File: src/verilog/f2_pkg.sv
`default_nettype none

package f2_pkg;

    ////////////////////////////////////////
    // Widths

    typedef logic [23:0] cpu_addr_t;
    typedef logic [15:0] cpu_word_t;
    typedef logic [26:0] sdr_addr_t;
    typedef logic [31:0] ssp_t;
    typedef logic [2:0]  ipl_t;

    // Current 68000 bus cycle, word_addr is a byte address with bit 0 clear
    typedef struct packed {
        cpu_addr_t   word_addr;
        logic [1:0]  ds_n;
        logic        rw;
        logic [2:0]  fc;
        cpu_word_t   dout;
    } cpu_bus_t;

    // SDRAM port, req toggles once per access
    typedef struct packed {
        sdr_addr_t   addr;
        cpu_word_t   data;
        logic [1:0]  be;
        logic        rw;
        logic        req;
    } sdr_req_t;

    typedef enum logic [3:0] {
        IDLE,
        START_SAVE,
        WAIT_SAVE,
        SAVE_SETTLE,
        SAVE_ACTIVE,
        RESTORE_SETTLE,
        RESTORE_ACTIVE,
        HOLD_RESET,
        WAIT_RESTART
    } ss_state_t;

    ////////////////////////////////////////
    // Address map

    localparam cpu_addr_t ROM_LIMIT       = 24'h07ffff;
    localparam cpu_addr_t WORK_RAM_BASE   = 24'h100000;
    localparam cpu_addr_t SS_HANDLER_BASE = 24'hff0000;
    localparam cpu_addr_t AUTOVEC7_ADDR   = 24'h00007c;

    localparam sdr_addr_t CPU_ROM_SDR_BASE  = 27'h0000000;
    localparam sdr_addr_t WORK_RAM_SDR_BASE = 27'h0100000;

    // Save handler code, word 4 is the restart entry
    localparam cpu_word_t SAVE_HANDLER [13] = '{
        16'h48e7, 16'hfffe, 16'h4e6e, 16'h2f0e,
        16'h4df9, 16'h00ff, 16'h0000, 16'h2c8f,
        16'h2c5f, 16'h4e66, 16'h4cdf, 16'h7fff,
        16'h4e73
    };

    localparam ssp_t RESTART_PC = 32'h00ff0008;

    localparam ipl_t IPL_VBL  = 3'd5;
    localparam ipl_t IPL_DMA  = 3'd6;
    localparam ipl_t IPL_SAVE = 3'd7;

endpackage

`default_nettype wire

File: src/verilog/irq_controller.sv
`timescale 1ns/1ps
`default_nettype none

module irq_controller (
    input  logic             clk,
    input  logic             reset,
    input  f2_pkg::cpu_bus_t cpu,
    input  logic             vblank_n,
    input  logic             dma_n,
    input  logic             ss_do_save,
    output f2_pkg::ipl_t     ipl_n
);

    logic vbl_prev;
    logic dma_prev;
    logic save_prev;

    logic vbl_req;
    logic dma_req;
    logic save_req;

    logic         iack;
    f2_pkg::ipl_t ack_level;
    f2_pkg::ipl_t level;

    // Interrupt acknowledge, level on A3..A1
    assign iack      = (cpu.fc == 3'b111) && !cpu.ds_n[0];
    assign ack_level = cpu.word_addr[3:1];

    always_ff @(posedge clk) begin
        vbl_prev  <= vblank_n;
        dma_prev  <= dma_n;
        save_prev <= ss_do_save;

        if (reset) begin
            vbl_req  <= 1'b0;
            dma_req  <= 1'b0;
            save_req <= 1'b0;
        end else begin
            if (vbl_prev && !vblank_n) begin
                vbl_req <= 1'b1;
            end
            if (!dma_prev && dma_n) begin
                dma_req <= 1'b1;
            end
            if (!save_prev && ss_do_save) begin
                save_req <= 1'b1;
            end

            // Clear wins over a new edge in the same cycle
            if (iack && ack_level == f2_pkg::IPL_VBL) begin
                vbl_req <= 1'b0;
            end
            if (iack && ack_level == f2_pkg::IPL_DMA) begin
                dma_req <= 1'b0;
            end
            if (iack && ack_level == f2_pkg::IPL_SAVE) begin
                save_req <= 1'b0;
            end
        end
    end

    assign level = save_req ? f2_pkg::IPL_SAVE :
                   dma_req  ? f2_pkg::IPL_DMA :
                   vbl_req  ? f2_pkg::IPL_VBL :
                   3'd0;

    assign ipl_n = ~level;

endmodule

`default_nettype wire

File: src/verilog/ss_sequencer.sv
`timescale 1ns/1ps
`default_nettype none

module ss_sequencer #(
    parameter int SETTLE_CYCLES = 64,
    parameter int HOLD_CYCLES   = 1000
) (
    input  logic              clk,
    input  logic              reset,
    input  logic              ss_do_save,
    input  logic              ss_do_restore,
    input  logic              ssp_hi_wr,
    input  logic              ssp_lo_wr,
    input  f2_pkg::cpu_word_t cpu_dout,
    input  logic              ss_busy,
    input  f2_pkg::ssp_t      restore_ssp,
    output logic              ss_write,
    output logic              ss_read,
    output logic              cpu_pause,
    output logic              ss_reset,
    output logic              restart,
    output f2_pkg::ssp_t      saved_ssp,
    output f2_pkg::ssp_t      restore_vec,
    output f2_pkg::ss_state_t state
);

    localparam int CNT_MAX = (SETTLE_CYCLES > HOLD_CYCLES) ? SETTLE_CYCLES : HOLD_CYCLES;
    localparam int CNT_W   = $clog2(CNT_MAX + 1);

    logic [CNT_W-1:0] count;
    logic             save_prev;
    logic             restore_prev;

    logic hi_capture;
    logic lo_capture;
    logic restore_done;

    assign hi_capture   = (state == f2_pkg::START_SAVE) && ssp_hi_wr;
    assign lo_capture   = (state == f2_pkg::WAIT_SAVE) && ssp_lo_wr;
    assign restore_done = (state == f2_pkg::RESTORE_ACTIVE) && !ss_busy && !ss_read;

    ////////////////////////////////////////
    // FSM

    always_ff @(posedge clk) begin
        if (reset) begin
            state        <= f2_pkg::IDLE;
            ss_write     <= 1'b0;
            ss_read      <= 1'b0;
            count        <= '0;
            save_prev    <= 1'b0;
            restore_prev <= 1'b0;
        end else begin
            save_prev    <= ss_do_save;
            restore_prev <= ss_do_restore;
            count        <= count + 1'b1;

            case (state)
                f2_pkg::IDLE: begin
                    // Restore has priority
                    if (ss_do_restore && !restore_prev) begin
                        state <= f2_pkg::RESTORE_SETTLE;
                        count <= '0;
                    end else if (ss_do_save && !save_prev) begin
                        state <= f2_pkg::START_SAVE;
                    end
                end

                f2_pkg::START_SAVE: begin
                    if (hi_capture) begin
                        state <= f2_pkg::WAIT_SAVE;
                    end
                end

                f2_pkg::WAIT_SAVE: begin
                    if (lo_capture) begin
                        state <= f2_pkg::SAVE_SETTLE;
                        count <= '0;
                    end
                end

                f2_pkg::SAVE_SETTLE: begin
                    if (count == CNT_W'(SETTLE_CYCLES)) begin
                        ss_write <= 1'b1;
                        state    <= f2_pkg::SAVE_ACTIVE;
                    end
                end

                f2_pkg::SAVE_ACTIVE: begin
                    if (ss_busy && ss_write) begin
                        ss_write <= 1'b0;
                    end else if (!ss_busy && !ss_write) begin
                        state <= f2_pkg::IDLE;
                    end
                end

                f2_pkg::RESTORE_SETTLE: begin
                    if (count == CNT_W'(SETTLE_CYCLES)) begin
                        ss_read <= 1'b1;
                        state   <= f2_pkg::RESTORE_ACTIVE;
                    end
                end

                f2_pkg::RESTORE_ACTIVE: begin
                    if (ss_busy && ss_read) begin
                        ss_read <= 1'b0;
                    end else if (restore_done) begin
                        state <= f2_pkg::HOLD_RESET;
                        count <= '0;
                    end
                end

                f2_pkg::HOLD_RESET: begin
                    if (count == CNT_W'(HOLD_CYCLES)) begin
                        state <= f2_pkg::WAIT_RESTART;
                    end
                end

                f2_pkg::WAIT_RESTART: begin
                    // Handler stores SP again, low half ends the restart
                    if (ssp_lo_wr) begin
                        state <= f2_pkg::IDLE;
                    end
                end

                default: begin
                    state <= f2_pkg::IDLE;
                end
            endcase
        end
    end

    ////////////////////////////////////////
    // Stack pointer capture

    always_ff @(posedge clk) begin
        if (hi_capture) begin
            saved_ssp[31:16] <= cpu_dout;
        end
        if (lo_capture) begin
            saved_ssp[15:0] <= cpu_dout;
        end
        if (restore_done) begin
            restore_vec <= restore_ssp;
        end
    end

    assign cpu_pause = (state == f2_pkg::SAVE_SETTLE) ||
                       (state == f2_pkg::SAVE_ACTIVE) ||
                       (state == f2_pkg::RESTORE_ACTIVE);

    assign ss_reset = (state == f2_pkg::RESTORE_SETTLE) || (state == f2_pkg::HOLD_RESET);

    assign restart = (state == f2_pkg::WAIT_RESTART);

endmodule

`default_nettype wire

File: src/verilog/cpu_bus_decode.sv
`timescale 1ns/1ps
`default_nettype none

module cpu_bus_decode (
    input  f2_pkg::cpu_bus_t  cpu,
    input  logic              restart,
    input  f2_pkg::ssp_t      restore_vec,
    input  f2_pkg::cpu_word_t sdr_q,
    output logic              rom_sel,
    output logic              work_sel,
    output logic              ssp_hi_wr,
    output logic              ssp_lo_wr,
    output f2_pkg::cpu_word_t cpu_din
);

    f2_pkg::cpu_addr_t addr;

    logic       restart_sel;
    logic       autovec_sel;
    logic       handler_sel;
    logic       wr_word;
    logic [3:0] handler_idx;

    assign addr        = cpu.word_addr;
    assign handler_idx = addr[4:1];

    // Reset vectors are replaced while the CPU restarts
    assign restart_sel = restart && (addr[23:3] == '0);
    assign autovec_sel = (addr[23:2] == f2_pkg::AUTOVEC7_ADDR[23:2]);
    assign handler_sel = (addr[23:5] == f2_pkg::SS_HANDLER_BASE[23:5]);

    assign rom_sel  = (addr <= f2_pkg::ROM_LIMIT) && !restart_sel && !autovec_sel;
    assign work_sel = (addr[23:16] == f2_pkg::WORK_RAM_BASE[23:16]);

    // Stack pointer halves written by the handler
    assign wr_word   = !cpu.rw && (cpu.ds_n == 2'b00);
    assign ssp_hi_wr = handler_sel && wr_word && (handler_idx == 4'd0);
    assign ssp_lo_wr = handler_sel && wr_word && (handler_idx == 4'd1);

    ////////////////////////////////////////
    // Read data

    always_comb begin
        cpu_din = '0;
        if (restart_sel) begin
            case (addr[2:1])
                2'd0: cpu_din = restore_vec[31:16];
                2'd1: cpu_din = restore_vec[15:0];
                2'd2: cpu_din = f2_pkg::RESTART_PC[31:16];
                default: cpu_din = f2_pkg::RESTART_PC[15:0];
            endcase
        end else if (autovec_sel) begin
            // Level 7 autovector points at the handler
            cpu_din = addr[1] ? 16'h0000 : 16'h00ff;
        end else if (rom_sel || work_sel) begin
            cpu_din = sdr_q;
        end else if (handler_sel && handler_idx < 4'($size(f2_pkg::SAVE_HANDLER))) begin
            cpu_din = f2_pkg::SAVE_HANDLER[handler_idx];
        end
    end

endmodule

`default_nettype wire

File: src/verilog/sdr_cpu_bridge.sv
`timescale 1ns/1ps
`default_nettype none

module sdr_cpu_bridge (
    input  logic             clk,
    input  logic             reset,
    input  f2_pkg::cpu_bus_t cpu,
    input  logic             rom_sel,
    input  logic             work_sel,
    input  logic             sdr_ack,
    output f2_pkg::sdr_req_t sdr,
    output logic             dtack_n
);

    f2_pkg::sdr_addr_t addr_q;
    f2_pkg::cpu_word_t data_q;
    logic [1:0]        be_q;
    logic              rw_q;
    logic              req_q;

    logic strobes_idle_q;
    logic cycle_active;
    logic sdr_sel;
    logic start;
    logic pending;

    assign cycle_active = !(&cpu.ds_n);
    assign sdr_sel      = rom_sel || work_sel;

    // One request on the first strobe cycle only
    assign start   = sdr_sel && cycle_active && strobes_idle_q;
    assign pending = (req_q != sdr_ack);

    always_ff @(posedge clk) begin
        if (reset) begin
            strobes_idle_q <= 1'b1;
            req_q          <= 1'b0;
        end else begin
            strobes_idle_q <= !cycle_active;
            if (start) begin
                req_q <= ~req_q;
            end
        end
    end

    always_ff @(posedge clk) begin
        if (start) begin
            if (rom_sel) begin
                addr_q <= f2_pkg::CPU_ROM_SDR_BASE + {3'b0, cpu.word_addr};
            end else begin
                addr_q <= f2_pkg::WORK_RAM_SDR_BASE + {11'b0, cpu.word_addr[15:0]};
            end
            data_q <= cpu.dout;
            be_q   <= ~cpu.ds_n;
            rw_q   <= cpu.rw;
        end
    end

    assign sdr = '{addr: addr_q, data: data_q, be: be_q, rw: rw_q, req: req_q};

    // SDRAM regions wait for the ack, everything else answers at once
    assign dtack_n = !cycle_active || (sdr_sel && (start || pending));

endmodule

`default_nettype wire

File: src/verilog/f2_cpu_support.sv
`timescale 1ns/1ps
`default_nettype none

module f2_cpu_support #(
    parameter int SETTLE_CYCLES = 64,
    parameter int HOLD_CYCLES   = 1000
) (
    input  logic              clk,
    input  logic              reset,

    // CPU
    input  f2_pkg::cpu_bus_t  cpu,
    output f2_pkg::cpu_word_t cpu_din,
    output logic              dtack_n,
    output f2_pkg::ipl_t      ipl_n,
    output logic              cpu_reset,
    output logic              cpu_pause,

    // SDRAM
    output f2_pkg::sdr_req_t  sdr,
    input  logic              sdr_ack,
    input  f2_pkg::cpu_word_t sdr_q,

    // State storage engine
    output logic              ss_write,
    output logic              ss_read,
    input  logic              ss_busy,
    input  f2_pkg::ssp_t      restore_ssp,

    input  logic              vblank_n,
    input  logic              dma_n,
    input  logic              ss_do_save,
    input  logic              ss_do_restore,
    output f2_pkg::ssp_t      saved_ssp,
    output f2_pkg::ss_state_t ss_state
);

    logic         rom_sel;
    logic         work_sel;
    logic         ssp_hi_wr;
    logic         ssp_lo_wr;
    logic         restart;
    logic         ss_reset;
    f2_pkg::ssp_t restore_vec;

    irq_controller u_irq (
        .clk        (clk),
        .reset      (reset),
        .cpu        (cpu),
        .vblank_n   (vblank_n),
        .dma_n      (dma_n),
        .ss_do_save (ss_do_save),
        .ipl_n      (ipl_n)
    );

    cpu_bus_decode u_decode (
        .cpu         (cpu),
        .restart     (restart),
        .restore_vec (restore_vec),
        .sdr_q       (sdr_q),
        .rom_sel     (rom_sel),
        .work_sel    (work_sel),
        .ssp_hi_wr   (ssp_hi_wr),
        .ssp_lo_wr   (ssp_lo_wr),
        .cpu_din     (cpu_din)
    );

    sdr_cpu_bridge u_bridge (
        .clk      (clk),
        .reset    (reset),
        .cpu      (cpu),
        .rom_sel  (rom_sel),
        .work_sel (work_sel),
        .sdr_ack  (sdr_ack),
        .sdr      (sdr),
        .dtack_n  (dtack_n)
    );

    ss_sequencer #(
        .SETTLE_CYCLES (SETTLE_CYCLES),
        .HOLD_CYCLES   (HOLD_CYCLES)
    ) u_seq (
        .clk           (clk),
        .reset         (reset),
        .ss_do_save    (ss_do_save),
        .ss_do_restore (ss_do_restore),
        .ssp_hi_wr     (ssp_hi_wr),
        .ssp_lo_wr     (ssp_lo_wr),
        .cpu_dout      (cpu.dout),
        .ss_busy       (ss_busy),
        .restore_ssp   (restore_ssp),
        .ss_write      (ss_write),
        .ss_read       (ss_read),
        .cpu_pause     (cpu_pause),
        .ss_reset      (ss_reset),
        .restart       (restart),
        .saved_ssp     (saved_ssp),
        .restore_vec   (restore_vec),
        .state         (ss_state)
    );

    // Restore holds the CPU in reset
    assign cpu_reset = reset || ss_reset;

endmodule

`default_nettype wire

File: config.mk
export PLATFORM = sky130hd
export DESIGN_NAME = f2_cpu_support
export DESIGN_NICKNAME = d
export VERILOG_FILES = /design/src/verilog/f2_pkg.sv /design/src/verilog/irq_controller.sv /design/src/verilog/ss_sequencer.sv /design/src/verilog/cpu_bus_decode.sv /design/src/verilog/sdr_cpu_bridge.sv /design/src/verilog/f2_cpu_support.sv
export SDC_FILE = /design/constraint.sdc
export NUM_CORES = 1
export LEC_CHECK = 0
export BUFFER_PORTS_ARGS = -buffer_cell sky130_fd_sc_hd__buf_4
export CORE_MARGIN = 2
export CORE_UTILIZATION = 45
export DETAILED_ROUTE_END_ITERATION = 8
export PLACE_DENSITY = 0.8
export SLEW_MARGIN = 40
export SYNTH_ARGS = -nofsm -noshare
export SYNTH_HDL_FRONTEND = slang
export SYNTH_SLANG_ARGS = --single-unit
File: constraint.sdc
create_clock -name clk -period 12.4 [get_ports clk]
set_clock_uncertainty 0.15 [all_clocks]
set_input_delay 2.48 -clock clk [delete_from_list [all_inputs] [get_ports clk]]
set_output_delay 2.48 -clock clk [all_outputs]
set_load 0.01 [all_outputs]
# Yosys cells after proc, flatten, opt, wreduce, memory -nomap -nowiden
# Memory sizes are Yosys's and may differ from the RTL's.
# Cells that the tools add are included.
# classes
bitwise_logic,4
magnitude_cmp,3
mux,35
n_reduce_logical,61
eq_ne,34
n_addsub,2
# op_table
operator,n
16-bit two-way mux,6
4-bit two-way mux,12
16-bit one-hot mux with 3 select lines,1
10-bit two-way mux,4
4-bit one-hot mux with 9 select lines,1
10-bit one-hot mux with 3 select lines,1
1-bit logical AND,27
"24-bit by 19-bit <= comparator with 1-bit output, second input constant",1
24-bit two-way mux,1
"21-bit by 16-bit adder with 22-bit output, first input constant",1
"22-bit by 5-bit equality test with 1-bit output, second input constant",1
21-bit logical NOT,1
"19-bit equality test, second input constant",1
"2-bit by 1-bit inequality test with 1-bit output, second input constant",9
"4-bit by 3-bit equality test with 1-bit output, second input constant",4
1-bit logical NOT,13
"3-bit equality test, second input constant",4
11-bit AND reduction,1
"10-bit by 1-bit adder with 10-bit output, second input constant",1
"10-bit equality test, second input constant",1
"10-bit by 7-bit equality test with 1-bit output, second input constant",1
3-bit two-way mux,3
"4-bit by 1-bit equality test with 1-bit output, second input constant",2
"4-bit by 2-bit equality test with 1-bit output, second input constant",2
23 further kinds,40
# word_totals
rom_bits,256
input_bits,102
output_inout_bits,107
reg_bits,136
memories,1
# mem_list
name,words,word_bits,read_ports,rd_ports_with_merged_regs,write_ports,line,text
(name not given),16,16,1,0,0,cpu_bus_decode.sv:58,cpu_din = f2_pkg::SAVE_HANDLER[handler_idx];

# Longest topological paths before layout
# logic_depth
ltp_word,11
mapped_depth,7
mapped_depth_nobuf,7

# Cells and area by module
# Synthesis repeated with hierarchy kept, for this count alone.
# unflattened
hier_cells,428
hier_area_um2,5696.7
# by_module_without_submodules
mod,instances,cells_each,seq_area_each_um2,area_per_inst_um2
ss_sequencer,1,191,2282.2,2967.8
sdr_cpu_bridge,1,71,1331.3,1511.4
cpu_bus_decode,1,142,0.0,996.0
irq_controller,1,23,120.1,215.2
f2_cpu_support,1,1,0.0,6.3

# Worst setup path before layout
# OpenSTA, ideal clock, no wires.
# synth_path
kind,input port to output port
start,input cpu[31] (netlist name)
end,output cpu_din[12]
stages,6
t_required_ps,9770
path_buffers,1
slack_ps,5748
arrival_ps,4022
path_cell_list,or4_4 nor3_4 o2111ai_1 buf_2 o32ai_2 a21o_1
# synth_via
elab_chain_len,9
# synth_rtl
element,line,text
from (decl),f2_cpu_support.sv:12,"input f2_pkg::cpu_bus_t cpu,"
"parallel branches: the longest is 8 deep, another holds 24-bit by 19-bit <= comparator with 1-bit output",-,
16-bit two-way mux (*),cpu_bus_decode.sv:45,if (restart_sel) begin
to (decl),f2_cpu_support.sv:13,"output f2_pkg::cpu_word_t cpu_din,"
# Mark *: on every way between the ends.

# Worst setup path in the final report
# layout_path
start,input cpu[31] (netlist name)
end,output cpu_din[6]
# Same word-level chain as after synthesis.

==> summary.txt <==
DP Wirelength -> 10340 µm
Clock power frac -> 42.9%
Peak Freq -> 137.5 MHz
DR vias -> 4288
Post-route DRC -> 0
vias in the first global route -> 4163
Avg WL per Cell -> 17.45 µm
H-tree depth -> 4
Post-synth ARST share -> 0%
Initial Utilization -> 46.22%
Buffers on Ports -> 205
DR WL met2 -> 7123 µm
GRT Total Usage -> 21.05%
final wirelength -> 14220 µm
minimum clock period -> 7.272 ns
Die Wd -> 115.3 µm
CTS tree -> done
Slew headroom -> 44.08%
Yosys top cell area share -> 57.63%
MaxCap Viol Count -> 0
Leak Pwr -> 0.003192 µW
CP Max Fanout -> 15
gr ovfl total -> 0
total negative setup slack -> 0 ns
TritonCTS Sinks -> 133
worst hold slack -> 0.3573 ns
core area -> 12060 µm²
VDD IR max -> 0.07561 mV
crit end category -> output port
net switching power -> 282.2 µW
RSZ-0062 raised after global routing -> false
Crit Path Category -> primary input to output port
met1 WL -> 5687 µm
synth warn -> 0
share of power burned in registers -> 44.8%
Syn-to-layout area delta -> 41.27%
Root Buffer -> clkbuf_16
CTS resizes -> 0
Top Metal Used -> met4
die area -> 13300 µm²
routability cong. -> 0.8795
final setup vio count -> 0
syn avg cell area -> 13.15 µm²
metal3 WL -> 1216 µm
power per cell area -> 144.5 nW/µm²
Critical Path AT -> 4.64 ns
Post-synth EDFFs -> 107
CTS buffer count -> 17
IO Pins -> 209
Hold/Removal Path Class -> flip-flop to flip-flop
clock latency on the worst-skew pair -> 0.41 ns
clock buffer depth -> 2
Final ANT Viol Nets -> 0
dominant cell type by area after synthesis -> edfxtp_1
final slew viol count -> 0
first-pass GRT wire length -> 21130 µm
area of the mapped netlist -> 5575 µm²
# diodes -> 0
sequential share of the synthesized area -> 66.97%
Mapped Cells -> 424
WP data required -> 9.77 ns
Slew @ Worst Pin -> 0.8387 ns
Sw Share -> 24.80%
Core Rows -> 40
largest net degree at the start of global routing -> 44
top cells by area, synth -> edfxtp_1 58%, dfxtp_1 9.3%, nor2_1 2.3%
status -> complete, no violations
CP Launch Type -> primary input
Yosys cell types -> 58
hold buffer count at cts -> 0
Via density -> 5.261
Die H -> 115.3 µm
most frequent cells in the layout -> 207 x buf_4, 107 x edfxtp_1, 34 x nor2_1
register bit total from synthesis -> 133
DRT Pass-1 Iters -> 5
Iteration-0 DRC Markers -> 359
Post-CTS Setup Bufs -> 0
share of layout cells above drive strength 1 -> 39.88%
nets@finish -> 745
fin crit share -> 58.64%
Reg clk slew, reported paths -> 0.06 ns
fillers -> 914
final hold vios -> 0
Main synth FF type -> edfxtp_1
Int Power -> 855.6 µW
initial antenna violation count -> 0
combinational share of power -> 12.2%
commonest non-fill, non-tap cell in the layout -> buf_4
==> sequential cells by signal, indices dropped and copies added (netlist names) <==
register and count:
u_seq.restore_vec 32, u_seq.saved_ssp 32, u_bridge.addr_q 24, u_bridge.data_q 16, u_seq.count 10, u_seq.state 4
u_bridge.be_q 2, u_bridge.req_q 1, u_bridge.rw_q 1, u_bridge.strobes_idle_q 1, u_irq.dma_prev 1, u_irq.dma_req 1
u_irq.save_prev 1, u_irq.save_req 1, u_irq.vbl_prev 1, u_irq.vbl_req 1, u_seq.restore_prev 1, u_seq.save_prev 1
u_seq.ss_read 1, u_seq.ss_write 1
==> critical path, cell delays in order <==
cell and delay [ns]:
buf_4 0.11, or4_4 0.57, nor4_4 0.50, nand3_2 0.42
o221ai_1 0.33, a21o_1 0.11, buf_4 0.11
==> cell usage after synthesis, types with 4 or more instances <==
| master | instances |
|---|---|
| a22oi_1 | 10 |
| ha_1 | 9 |
| nand2b_1 | 4 |
| xnor2_1 | 5 |
| edfxtp_1 | 107 |
| nand4_1 | 6 |
| nor2b_1 | 6 |
| nand3_1 | 11 |
| o211ai_1 | 5 |
| o22ai_1 | 6 |
| a211o_1 | 5 |
| clkbuf_1 | 11 |
| dfxtp_1 | 26 |
| inv_1 | 15 |
| a31oi_1 | 8 |
| and3_1 | 7 |
| and2_1 | 5 |
| a21oi_1 | 14 |
| buf_4 | 6 |
| o21ai_0 | 10 |
| a221oi_1 | 8 |
| nand2_1 | 30 |
| o221ai_1 | 6 |
| nor2_1 | 34 |
| a21o_1 | 6 |
| xor2_1 | 7 |
| mux2i_1 | 5 |
| nor3_1 | 9 |
==> path summary, 6_finish.rpt <==
kind                                    start  slack [ns]                                end  depth (start not counted)
setup reg to reg  u_seq.state[1]$_SDFFE_PP0P_        9.43  u_bridge.addr_q[17]$_SDFFCE_PN0P_                          4
hold / removal      u_seq.count[0]$_SDFF_PP0_        0.36          u_seq.count[0]$_SDFF_PP0_                          1
hold reg to reg     u_seq.count[0]$_SDFF_PP0_        0.36          u_seq.count[0]$_SDFF_PP0_                          1
setup / recovery                      cpu[31]        5.13                         cpu_din[6]                          7
==> through the flow <==
step	util, %	instances	setup WS, ns	power [µW]	cell area (µm²)
3_3_place_gp	60.29	783	4.987	651.4	7272
2_1_floorplan	-	430	5.748	594.8	5598
4_1_cts	65.29	815	5.137	1144	7875
3_5_place_dp	60.47	783	5.151	656.7	7293
5_1_grt	65.30	815	4.921	1177	7876
6_report	65.30	815	5.128	1138	7876
==> cell type report <==
type	count	area, µm²	share of cell area [%]
Clock buffer	18	429.2	5.449
Clock inverter	14	152.6	1.938
Sequential cell	133	3734	47.40
Multi-Input combinational cell	259	1737	22.05
Inverter	16	60.06	0.7625
Tap cell	168	210.2	2.669
Timing Repair Buffer	207	1554	19.73
==> power by group through the flow <==
stage               sequential, µW  clock (µW)  combinational [µW]
floorplan                      511           0                83.4
global placement               518           0                 133
detailed placement             519           0                 138
CTS                            509         496                 139
global route                   511         515                 151
finish                         510         489                 139
==> cell families (layout without fill, tap and decap cells) <==
logic type / Yosys count / count (layout) / synth area share [%]
buffers and inverters: 38 / 255 / 3.029
AOI/OAI and AO/OA: 93 / 93 / 12.21
muxes: 6 / 6 / 1.100
DFF: 133 / 133 / 66.97
other: 1 / 7 / 0.06726
adders and majority gates: 9 / 9 / 2.020
xor gates and xnor gates: 12 / 12 / 1.885
and+or+nand+nor: 132 / 132 / 12.72
==> per-layer routing <==
layer | GRT usage, % | up-vias
li1 | - | 2036
met1 | 24.82 | 1997
met2 | 36.88 | 233
met5 | 0 | -
met4 | 7.791 | 0
met3 | 5.588 | 22
(Power assumes the default switching activity.)
